--- config.mk ---
export PLATFORM = sky130hd
export DESIGN_NAME = x300_radio_frontend
export DESIGN_NICKNAME = d
export VERILOG_FILES = /design/src/hw/radio_fe_pkg.sv /design/src/hw/radio_timing_sync.sv /design/src/hw/fe_settings_regs.sv /design/src/hw/fe_iq_correct.sv /design/src/hw/db_pin_map.sv /design/src/hw/x300_radio_frontend.sv
export SDC_FILE = /design/constraint.sdc
export NUM_CORES = 2
export LEC_CHECK = 0
export BUFFER_PORTS_ARGS = -buffer_cell sky130_fd_sc_hd__buf_2
export CAP_MARGIN = 15
export CORE_AREA = 5 5 436 438
export CTS_BUF_LIST = sky130_fd_sc_hd__clkbuf_8
export CTS_CLUSTER_SIZE = 16
export DETAILED_ROUTE_END_ITERATION = 12
export DIE_AREA = 0 0 441 443
export GPL_ROUTABILITY_DRIVEN = 0
export PLACE_DENSITY = 0.49
export SYNTH_ARGS = -nofsm -noshare
export SYNTH_HDL_FRONTEND = slang
export SYNTH_HIERARCHICAL = 1
export SYNTH_SLANG_ARGS = --single-unit
export TNS_END_PERCENT = 50
--- constraint.sdc ---
create_clock -name radio_clk -period 2.9 [get_ports radio_clk]
set_clock_uncertainty 0.2 [all_clocks]
set_input_delay 0.145 -clock radio_clk [delete_from_list [all_inputs] [get_ports radio_clk]]
set_output_delay 0.145 -clock radio_clk [all_outputs]
set_load 0.05 [all_outputs]
--- src/hw/radio_fe_pkg.sv ---
//////////////////////////////
// radio front end shared definitions
// widths, register map and bus/pin/sample types
//////////////////////////////

package radio_fe_pkg;

   localparam int NUM_CHANNELS = 4;
   localparam int NUM_DBOARDS  = 2;
   localparam int SAMPLE_W     = 32;
   localparam int IQ_W         = SAMPLE_W / 2;
   localparam int SET_ADDR_W   = 8;
   localparam int SET_DATA_W   = 32;
   localparam int RB_DATA_W    = 64;
   localparam int LED_W        = 3;   // {rx, txrx_tx, txrx_rx}

   // settings write addresses
   localparam logic [SET_ADDR_W-1:0] SR_FE_CTRL  = 8'd0;
   localparam logic [SET_ADDR_W-1:0] SR_GPIO_OUT = 8'd1;
   localparam logic [SET_ADDR_W-1:0] SR_GPIO_DDR = 8'd2;
   localparam logic [SET_ADDR_W-1:0] SR_LEDS     = 8'd3;
   localparam logic [SET_ADDR_W-1:0] SR_MISC_OUT = 8'd4;

   // readback addresses
   localparam logic [SET_ADDR_W-1:0] RB_GPIO = 8'd0;
   localparam logic [SET_ADDR_W-1:0] RB_MISC = 8'd1;
   localparam logic [SET_ADDR_W-1:0] RB_FE   = 8'd2;

   typedef struct packed {
      logic                  stb;
      logic [SET_ADDR_W-1:0] addr;
      logic [SET_DATA_W-1:0] data;
   } set_bus_t;

   // low bits of SR_FE_CTRL, swap_iq is bit 2
   typedef struct packed {
      logic swap_iq;
      logic invert_i;
      logic invert_q;
   } fe_ctrl_t;

   typedef struct packed {
      logic [SET_DATA_W-1:0] gpio_out;
      logic [SET_DATA_W-1:0] gpio_ddr;
      logic [LED_W-1:0]      leds;
      logic [SET_DATA_W-1:0] misc_out;
   } fe_pins_out_t;

   typedef struct packed {
      logic [SET_DATA_W-1:0] gpio_in;
      logic [SET_DATA_W-1:0] misc_in;
   } fe_pins_in_t;

   typedef struct packed {
      logic [IQ_W-1:0] i;   // upper half
      logic [IQ_W-1:0] q;
   } iq_t;

   typedef union packed {
      logic [SAMPLE_W-1:0] raw;
      iq_t                 iq;
   } sample_u;

endpackage

--- src/hw/radio_timing_sync.sv ---
//////////////////////////////
// pps and time-sync synchronizer
// brings both inputs into radio_clk, pps edge becomes a one-cycle pulse
//////////////////////////////

`timescale 1ns/1ps

module radio_timing_sync (
   input  logic radio_clk,
   input  logic i_reset,
   input  logic i_pps,
   input  logic i_time_sync,
   output logic o_pps_pulse,
   output logic o_time_sync
);

   logic pps_meta, pps_sync, pps_dly;
   logic ts_meta, ts_sync;

   always_ff @(posedge radio_clk) begin
      if (i_reset) begin
         pps_meta    <= 1'b0;
         pps_sync    <= 1'b0;
         pps_dly     <= 1'b0;
         o_pps_pulse <= 1'b0;
         ts_meta     <= 1'b0;
         ts_sync     <= 1'b0;
      end else begin
         pps_meta    <= i_pps;      // async input, two stages
         pps_sync    <= pps_meta;
         pps_dly     <= pps_sync;   // edge detect
         o_pps_pulse <= pps_sync & ~pps_dly;
         ts_meta     <= i_time_sync;
         ts_sync     <= ts_meta;
      end
   end

   assign o_time_sync = ts_sync;

   // one pulse per rising edge, however long pps stays high
   a_pps_single : assert property (
      @(posedge radio_clk) disable iff (i_reset)
      o_pps_pulse |=> !o_pps_pulse
   );

endmodule

--- src/hw/fe_settings_regs.sv ---
//////////////////////////////
// per-channel front end registers
// settings bus writes and registered readback mux
//////////////////////////////

`timescale 1ns/1ps

module fe_settings_regs (
   input  logic                                        radio_clk,
   input  logic                                        i_reset,
   input  radio_fe_pkg::set_bus_t                      i_set,
   input  logic [radio_fe_pkg::SET_ADDR_W-1:0]         i_rb_addr,
   input  radio_fe_pkg::fe_pins_in_t                   i_pins,
   output logic [radio_fe_pkg::RB_DATA_W-1:0]          o_rb_data,
   output radio_fe_pkg::fe_pins_out_t                  o_pins,
   output radio_fe_pkg::fe_ctrl_t                      o_fe_ctrl
);

   import radio_fe_pkg::*;

   localparam int HALF_W = RB_DATA_W / 2;
   localparam int CTRL_W = $bits(fe_ctrl_t);

   fe_ctrl_t              fe_ctrl_r;
   logic [SET_DATA_W-1:0] gpio_out_r;
   logic [SET_DATA_W-1:0] gpio_ddr_r;
   logic [LED_W-1:0]      leds_r;
   logic [SET_DATA_W-1:0] misc_out_r;
   logic [RB_DATA_W-1:0]  rb_next;

   //////////////////////////////
   // register writes
   //////////////////////////////
   always_ff @(posedge radio_clk) begin
      if (i_reset) begin
         fe_ctrl_r  <= '0;
         gpio_out_r <= '0;
         gpio_ddr_r <= '0;
         leds_r     <= '0;
         misc_out_r <= '0;
      end else if (i_set.stb) begin
         case (i_set.addr)
            SR_FE_CTRL:  fe_ctrl_r  <= fe_ctrl_t'(i_set.data[CTRL_W-1:0]);
            SR_GPIO_OUT: gpio_out_r <= i_set.data;
            SR_GPIO_DDR: gpio_ddr_r <= i_set.data;
            SR_LEDS:     leds_r     <= i_set.data[LED_W-1:0];
            SR_MISC_OUT: misc_out_r <= i_set.data;
            default: ;   // unmapped, dropped
         endcase
      end
   end

   //////////////////////////////
   // readback
   //////////////////////////////
   always_comb begin
      case (i_rb_addr)
         RB_GPIO: rb_next = {i_pins.gpio_in, gpio_out_r};
         RB_MISC: rb_next = {i_pins.misc_in, misc_out_r};
         RB_FE: begin
            rb_next = {{(HALF_W - CTRL_W){1'b0}}, fe_ctrl_r,
                       {(HALF_W - LED_W){1'b0}}, leds_r};
         end
         default: rb_next = '0;
      endcase
   end

   always_ff @(posedge radio_clk) begin
      if (i_reset) begin
         o_rb_data <= '0;
      end else begin
         o_rb_data <= rb_next;
      end
   end

   assign o_pins.gpio_out = gpio_out_r;
   assign o_pins.gpio_ddr = gpio_ddr_r;
   assign o_pins.leds     = leds_r;
   assign o_pins.misc_out = misc_out_r;
   assign o_fe_ctrl       = fe_ctrl_r;

   // the driving radio core must never strobe with a floating address
   a_set_addr_known : assert property (
      @(posedge radio_clk) disable iff (i_reset)
      i_set.stb |-> !$isunknown(i_set.addr)
   );

endmodule

--- src/hw/fe_iq_correct.sv ---
//////////////////////////////
// i/q correction stage
// optional swap and per-rail negate, one register
//////////////////////////////

`timescale 1ns/1ps

module fe_iq_correct (
   input  logic                                  radio_clk,
   input  logic                                  i_reset,
   input  radio_fe_pkg::fe_ctrl_t                i_ctrl,
   input  logic                                  i_valid,
   input  logic [radio_fe_pkg::SAMPLE_W-1:0]     i_sample,
   output logic                                  o_valid,
   output logic [radio_fe_pkg::SAMPLE_W-1:0]     o_sample
);

   import radio_fe_pkg::*;

   sample_u in_w;
   iq_t     swapped;
   sample_u corr;

   always_comb begin
      in_w.raw = i_sample;
      // swap first, then invert
      swapped  = i_ctrl.swap_iq ? iq_t'{i: in_w.iq.q, q: in_w.iq.i} : in_w.iq;
      corr.iq.i = i_ctrl.invert_i ? IQ_W'(-swapped.i) : swapped.i;   // -32768 wraps to itself
      corr.iq.q = i_ctrl.invert_q ? IQ_W'(-swapped.q) : swapped.q;
   end

   always_ff @(posedge radio_clk) begin
      if (i_reset) begin
         o_valid  <= 1'b0;
         o_sample <= '0;
      end else begin
         o_valid  <= i_valid;
         o_sample <= i_valid ? corr.raw : '0;   // zero when idle
      end
   end

   a_valid_latency : assert property (
      @(posedge radio_clk) disable iff (i_reset)
      !$past(i_reset) |-> (o_valid == $past(i_valid))
   );

endmodule

--- src/hw/db_pin_map.sv ---
//////////////////////////////
// daughterboard pin map
// even channel owns the pins, leds of a pair are ORed
//////////////////////////////

`timescale 1ns/1ps

module db_pin_map (
   input  logic                                     radio_clk,
   input  logic                                     i_reset,
   input  radio_fe_pkg::fe_pins_out_t               i_ch_pins     [radio_fe_pkg::NUM_CHANNELS],
   output radio_fe_pkg::fe_pins_in_t                o_ch_pins     [radio_fe_pkg::NUM_CHANNELS],
   input  logic [radio_fe_pkg::SET_DATA_W-1:0]      i_db_gpio_in  [radio_fe_pkg::NUM_DBOARDS],
   output logic [radio_fe_pkg::SET_DATA_W-1:0]      o_db_gpio_out [radio_fe_pkg::NUM_DBOARDS],
   output logic [radio_fe_pkg::SET_DATA_W-1:0]      o_db_gpio_ddr [radio_fe_pkg::NUM_DBOARDS],
   input  logic [radio_fe_pkg::SET_DATA_W-1:0]      i_misc_in     [radio_fe_pkg::NUM_DBOARDS],
   output logic [radio_fe_pkg::SET_DATA_W-1:0]      o_misc_out    [radio_fe_pkg::NUM_DBOARDS],
   output logic [radio_fe_pkg::LED_W-1:0]           o_radio_led   [radio_fe_pkg::NUM_DBOARDS]
);

   import radio_fe_pkg::*;

   logic [SET_DATA_W-1:0] misc_out_r [NUM_DBOARDS];
   logic [SET_DATA_W-1:0] misc_in_r  [NUM_DBOARDS];

   //////////////////////////////
   // misc words, one flop each way
   //////////////////////////////
   always_ff @(posedge radio_clk) begin
      if (i_reset) begin
         for (int d = 0; d < NUM_DBOARDS; d++) begin
            misc_out_r[d] <= '0;
            misc_in_r[d]  <= '0;
         end
      end else begin
         for (int d = 0; d < NUM_DBOARDS; d++) begin
            misc_out_r[d] <= i_ch_pins[2*d].misc_out;
            misc_in_r[d]  <= i_misc_in[d];
         end
      end
   end

   //////////////////////////////
   // per-board mapping
   //////////////////////////////
   genvar d;
   generate
      for (d = 0; d < NUM_DBOARDS; d++) begin : g_db
         assign o_db_gpio_out[d] = i_ch_pins[2*d].gpio_out;   // odd channel unused
         assign o_db_gpio_ddr[d] = i_ch_pins[2*d].gpio_ddr;
         assign o_misc_out[d]    = misc_out_r[d];

         // both channels share the leds, show the overlay
         assign o_radio_led[d] = i_ch_pins[2*d].leds | i_ch_pins[2*d+1].leds;

         assign o_ch_pins[2*d].gpio_in   = i_db_gpio_in[d];
         assign o_ch_pins[2*d].misc_in   = misc_in_r[d];
         assign o_ch_pins[2*d+1].gpio_in = '0;   // odd channel sees no pins
         assign o_ch_pins[2*d+1].misc_in = '0;
      end
   endgenerate

endmodule

--- src/hw/x300_radio_frontend.sv ---
//////////////////////////////
// radio-clock front end top
// four channel regs and correction, pin map, pps/time sync
//////////////////////////////

`timescale 1ns/1ps

module x300_radio_frontend (
   input  logic                                  radio_clk,
   input  logic                                  i_reset,
   // timing
   input  logic                                  i_pps,
   input  logic                                  i_time_sync,
   output logic                                  o_pps_pulse,
   output logic                                  o_time_sync,
   // settings per channel
   input  radio_fe_pkg::set_bus_t                i_set        [radio_fe_pkg::NUM_CHANNELS],
   input  logic [radio_fe_pkg::SET_ADDR_W-1:0]   i_rb_addr    [radio_fe_pkg::NUM_CHANNELS],
   output logic [radio_fe_pkg::RB_DATA_W-1:0]    o_rb_data    [radio_fe_pkg::NUM_CHANNELS],
   // rx samples
   input  logic [radio_fe_pkg::SAMPLE_W-1:0]     i_adc        [radio_fe_pkg::NUM_DBOARDS],
   input  logic [radio_fe_pkg::NUM_CHANNELS-1:0] i_rx_running,
   output logic [radio_fe_pkg::SAMPLE_W-1:0]     o_rx_sample  [radio_fe_pkg::NUM_CHANNELS],
   output logic [radio_fe_pkg::NUM_CHANNELS-1:0] o_rx_valid,
   // tx samples
   input  logic [radio_fe_pkg::SAMPLE_W-1:0]     i_tx_sample  [radio_fe_pkg::NUM_DBOARDS],
   input  logic [radio_fe_pkg::NUM_DBOARDS-1:0]  i_tx_valid,
   output logic [radio_fe_pkg::SAMPLE_W-1:0]     o_dac        [radio_fe_pkg::NUM_DBOARDS],
   // daughterboard pins
   input  logic [radio_fe_pkg::SET_DATA_W-1:0]   i_db_gpio_in  [radio_fe_pkg::NUM_DBOARDS],
   output logic [radio_fe_pkg::SET_DATA_W-1:0]   o_db_gpio_out [radio_fe_pkg::NUM_DBOARDS],
   output logic [radio_fe_pkg::SET_DATA_W-1:0]   o_db_gpio_ddr [radio_fe_pkg::NUM_DBOARDS],
   input  logic [radio_fe_pkg::SET_DATA_W-1:0]   i_misc_in     [radio_fe_pkg::NUM_DBOARDS],
   output logic [radio_fe_pkg::SET_DATA_W-1:0]   o_misc_out    [radio_fe_pkg::NUM_DBOARDS],
   output logic [radio_fe_pkg::LED_W-1:0]        o_radio_led   [radio_fe_pkg::NUM_DBOARDS]
);

   import radio_fe_pkg::*;

   fe_pins_out_t ch_pins_out [NUM_CHANNELS];
   fe_pins_in_t  ch_pins_in  [NUM_CHANNELS];
   fe_ctrl_t     fe_ctrl     [NUM_CHANNELS];

   radio_timing_sync u_timing (
      .radio_clk   (radio_clk),
      .i_reset     (i_reset),
      .i_pps       (i_pps),
      .i_time_sync (i_time_sync),
      .o_pps_pulse (o_pps_pulse),
      .o_time_sync (o_time_sync)
   );

   //////////////////////////////
   // channels
   //////////////////////////////
   genvar ch;
   generate
      for (ch = 0; ch < NUM_CHANNELS; ch++) begin : g_ch
         fe_settings_regs u_regs (
            .radio_clk (radio_clk),
            .i_reset   (i_reset),
            .i_set     (i_set[ch]),
            .i_rb_addr (i_rb_addr[ch]),
            .i_pins    (ch_pins_in[ch]),
            .o_rb_data (o_rb_data[ch]),
            .o_pins    (ch_pins_out[ch]),
            .o_fe_ctrl (fe_ctrl[ch])
         );

         // adc word of the board feeds both channels of the pair
         fe_iq_correct u_rx_corr (
            .radio_clk (radio_clk),
            .i_reset   (i_reset),
            .i_ctrl    (fe_ctrl[ch]),
            .i_valid   (i_rx_running[ch]),
            .i_sample  (i_adc[ch/2]),
            .o_valid   (o_rx_valid[ch]),
            .o_sample  (o_rx_sample[ch])
         );
      end
   endgenerate

   //////////////////////////////
   // tx, even channel controls
   //////////////////////////////
   genvar db;
   generate
      for (db = 0; db < NUM_DBOARDS; db++) begin : g_tx
         fe_iq_correct u_tx_corr (
            .radio_clk (radio_clk),
            .i_reset   (i_reset),
            .i_ctrl    (fe_ctrl[2*db]),
            .i_valid   (i_tx_valid[db]),
            .i_sample  (i_tx_sample[db]),
            .o_valid   (),   // dac takes a word every cycle
            .o_sample  (o_dac[db])
         );
      end
   endgenerate

   db_pin_map u_pin_map (
      .radio_clk     (radio_clk),
      .i_reset       (i_reset),
      .i_ch_pins     (ch_pins_out),
      .o_ch_pins     (ch_pins_in),
      .i_db_gpio_in  (i_db_gpio_in),
      .o_db_gpio_out (o_db_gpio_out),
      .o_db_gpio_ddr (o_db_gpio_ddr),
      .i_misc_in     (i_misc_in),
      .o_misc_out    (o_misc_out),
      .o_radio_led   (o_radio_led)
   );

endmodule

==> flow_metrics.py <==
metrics = {
    "setup_path": {
        "critical_path_required_ps": 3510,
        "cp-end-kind": "flip-flop",
        "worstPathMaxFanout": 16,
        "cp_data_arrival_time_ps": 3580,
        "start_kind": "primary input",
        "worstSetupPathType": "primary input to flip-flop",
    },
    "drt": {
        "drc_errors": 0,
        "drt_wl_total_um": 188000,
        "drt_iter0_drc": 2067,
        "wire_per_inst_um": 20.6,
        "via_per_inst": 4.31,
        "ant_nets": 0,
        "drt-pass1-iter-count": 5,
        "vias": 39200,
    },
    "timing": {
        "setup_viol": 5,
        "finalCritPeriodShare_pct": 103,
        "period_needed_ps": 2970,
        "setup_tns_ps": -209,
        "fin_ws_ps": -72.9,
        "tightest_slew_ps": 847,
        "maxSlewViolCount": 0,
        "fmax_mhz": 336,
        "hold_ws_ps": 117,
        "hold_viol_final": 0,
        "rsz0062_at_grt": "true",
        "slew_headroom_pct": 43.0,
    },
    "global_routing": {
        "gr-total-overflow": 0,
        "grt_pass1_vias": 40900,
        "grtUsageTotal_pct": 18.4,
        "grt_max_degree": 70,
        "grt_pass1_wl_um": 271000,
        "antenna_found_initial": 13,
    },
    "clock_tree": {
        "cts_sinks": 930,
        "tritoncts.num_buffers": 172,
        "clk_latency_ps": 960,
        "cts_tree": "done",
        "clockBufferDepth": 3,
        "cts_root_buffer": "clkbuf_8",
        "clk_pin_slew_worst_paths_ps": 60,
        "htreeDepth": 4,
    },
    "placement": {
        "dp_hpwl_um": 128000,
        "port_buffers": 1113,
        "post-place-cells": 7568,
        "place_ws_ps": 354,
    },
    "power": {
        "p_leak_uw": 0.0283,
        "p_total_uw": 30700,
        "power_density_mw_per_mm2": 471,
        "max-vdd-ir-drop_uv": 354,
    },
    "finish": {
        "layout-drive-gt1-share_pct": 24.5,
        "multi_input_area_mm2": 0.0208,
        "fill_cells": 18900,
        "layout.nets": 6929,
        "ff_latch_area_mm2": 0.0186,
        "layout_commonest_cell": "dlygate4sd3_1",
        "syn_to_final_growth_pct": 52.4,
        "final_cell_count_no_fill": 9108,
        "final_cell_mix": "dlygate4sd3_1, buf_2, dfxtp_1, mux2i_1, nor2_1",
    },
    "yosys": {
        "avgSynthCellArea_um2": 9.90,
        "syn_area_mm2": 0.0428,
        "synthCells": 4321,
        "yosysWarnings": 6,
    },
    "outcome": {
        "status": "finished, violations left",
        "failed_checks": "negative setup slack",
    },
    "worst_hold_path": {
        "holdCritPathClass": "primary input to flip-flop",
    },
    "die": {
        "die_y_um": 443,
        "die_w_um": 441,
        "initial_core_util_pct": 23.0,
        "dieArea_mm2": 0.195,
        "core-area_mm2": 0.186,
        "rows": 159,
        "io-pin-count": 1114,
    },
    "run": {
        "max-cap-violations": 0,
    },
}
[flip-flops by register name (all words and copies together) (netlist names)]
signal	cells
g_ch.u_regs/o_rb_data	256
g_ch.u_regs/gpio_out_r	128
g_ch.u_regs/misc_out_r	128
g_ch.u_rx_corr/o_sample	128
g_ch.u_regs/gpio_ddr_r	64
g_tx.u_tx_corr/o_sample	64
u_pin_map/misc_in_r	64
u_pin_map/misc_out_r	64
g_ch.u_regs/leds_r	12
g_ch.u_regs/o_fe_ctrl	12
g_ch.u_rx_corr/o_valid	4
u_timing/o_pps_pulse	1
u_timing/o_time_sync	1
u_timing/pps_dly	1
u_timing/pps_meta	1
u_timing/pps_sync	1
u_timing/ts_meta	1
[cell type report]
| class | count | share of cell area, % |
|---|---|---|
| antenna | 15 | 0.0576 |
| clock buffer | 208 | 4.39 |
| clock inverter | 109 | 1.31 |
| inverter | 4 | 0.0230 |
| multi-input combinational | 2916 | 31.9 |
| sequential | 930 | 28.6 |
| tap | 2495 | 4.79 |
| timing repair buffer | 2431 | 28.9 |
[power by group]
part / switching, uW / total (uW) / leakage (uW) / internal, uW
clock network: 6210 / 13800 / 0.00211 / 7550
logic: 2040 / 3880 / 0.0187 / 1850
registers: 70.7 / 13000 / 0.00754 / 12900
[metal layers]
metal | track usage [%] | part of all wire [%]
met5 | 0 | 0.0037
met4 | 10.3 | 6.0
met3 | 4.66 | 6.9
met2 | 32.7 | 50
met1 | 19.9 | 37
[metrics by stage]
stage	utilization (%)	cell area, um^2
3_5_place_dp	26.4	49200
3_3_place_gp	26.4	49200
6_report	35.0	65200
2_1_floorplan	-	43200
4_1_cts	34.9	65000
5_1_grt	35.0	65200
[path summary, 6_finish.rpt]
| path | from | to | slack (ps) | depth (start not counted) |
|---|---|---|---|---|
| worst max-delay path | i_rb_addr[24] | g_ch[0].u_regs/o_rb_data[32]$_SDFF_PP0_ | -70 | 10 |
| worst min-delay path | i_set[155] | g_ch[0].u_regs/gpio_ddr_r[1]$_SDFFE_PP0P_ | 120 | 5 |
| worst max register to register | g_ch[3].u_regs/o_fe_ctrl[2]$_SDFFE_PP0P_ | g_ch[3].u_rx_corr/o_sample[10]$_SDFF_PP0_ | 40 | 7 |
| worst min register to register | u_timing/pps_dly$_SDFF_PP0_ | u_timing/o_pps_pulse$_SDFF_PP0_ | 220 | 1 |
[worst max-delay path, stage by stage]
cell and delay [ps]:
dlygate4sd3_1 560, buf_6 240, buf_12 260, buf_4 290, mux2i_1 200, dlygate4sd3_1 570
o2bb2ai_1 70, dlygate4sd3_1 540, and2_1 150, dlygate4sd3_1 540
[timing repair]
item / CTS / global route
setup endpoints to repair: 0 / 83
resized for setup: 0 / 12
hold buffers: 1201 / 4
endpoints found under the hold margin: 870 / 33
setup buffers: 0 / 4
Note: power is estimated with default switching activity, not from simulation.
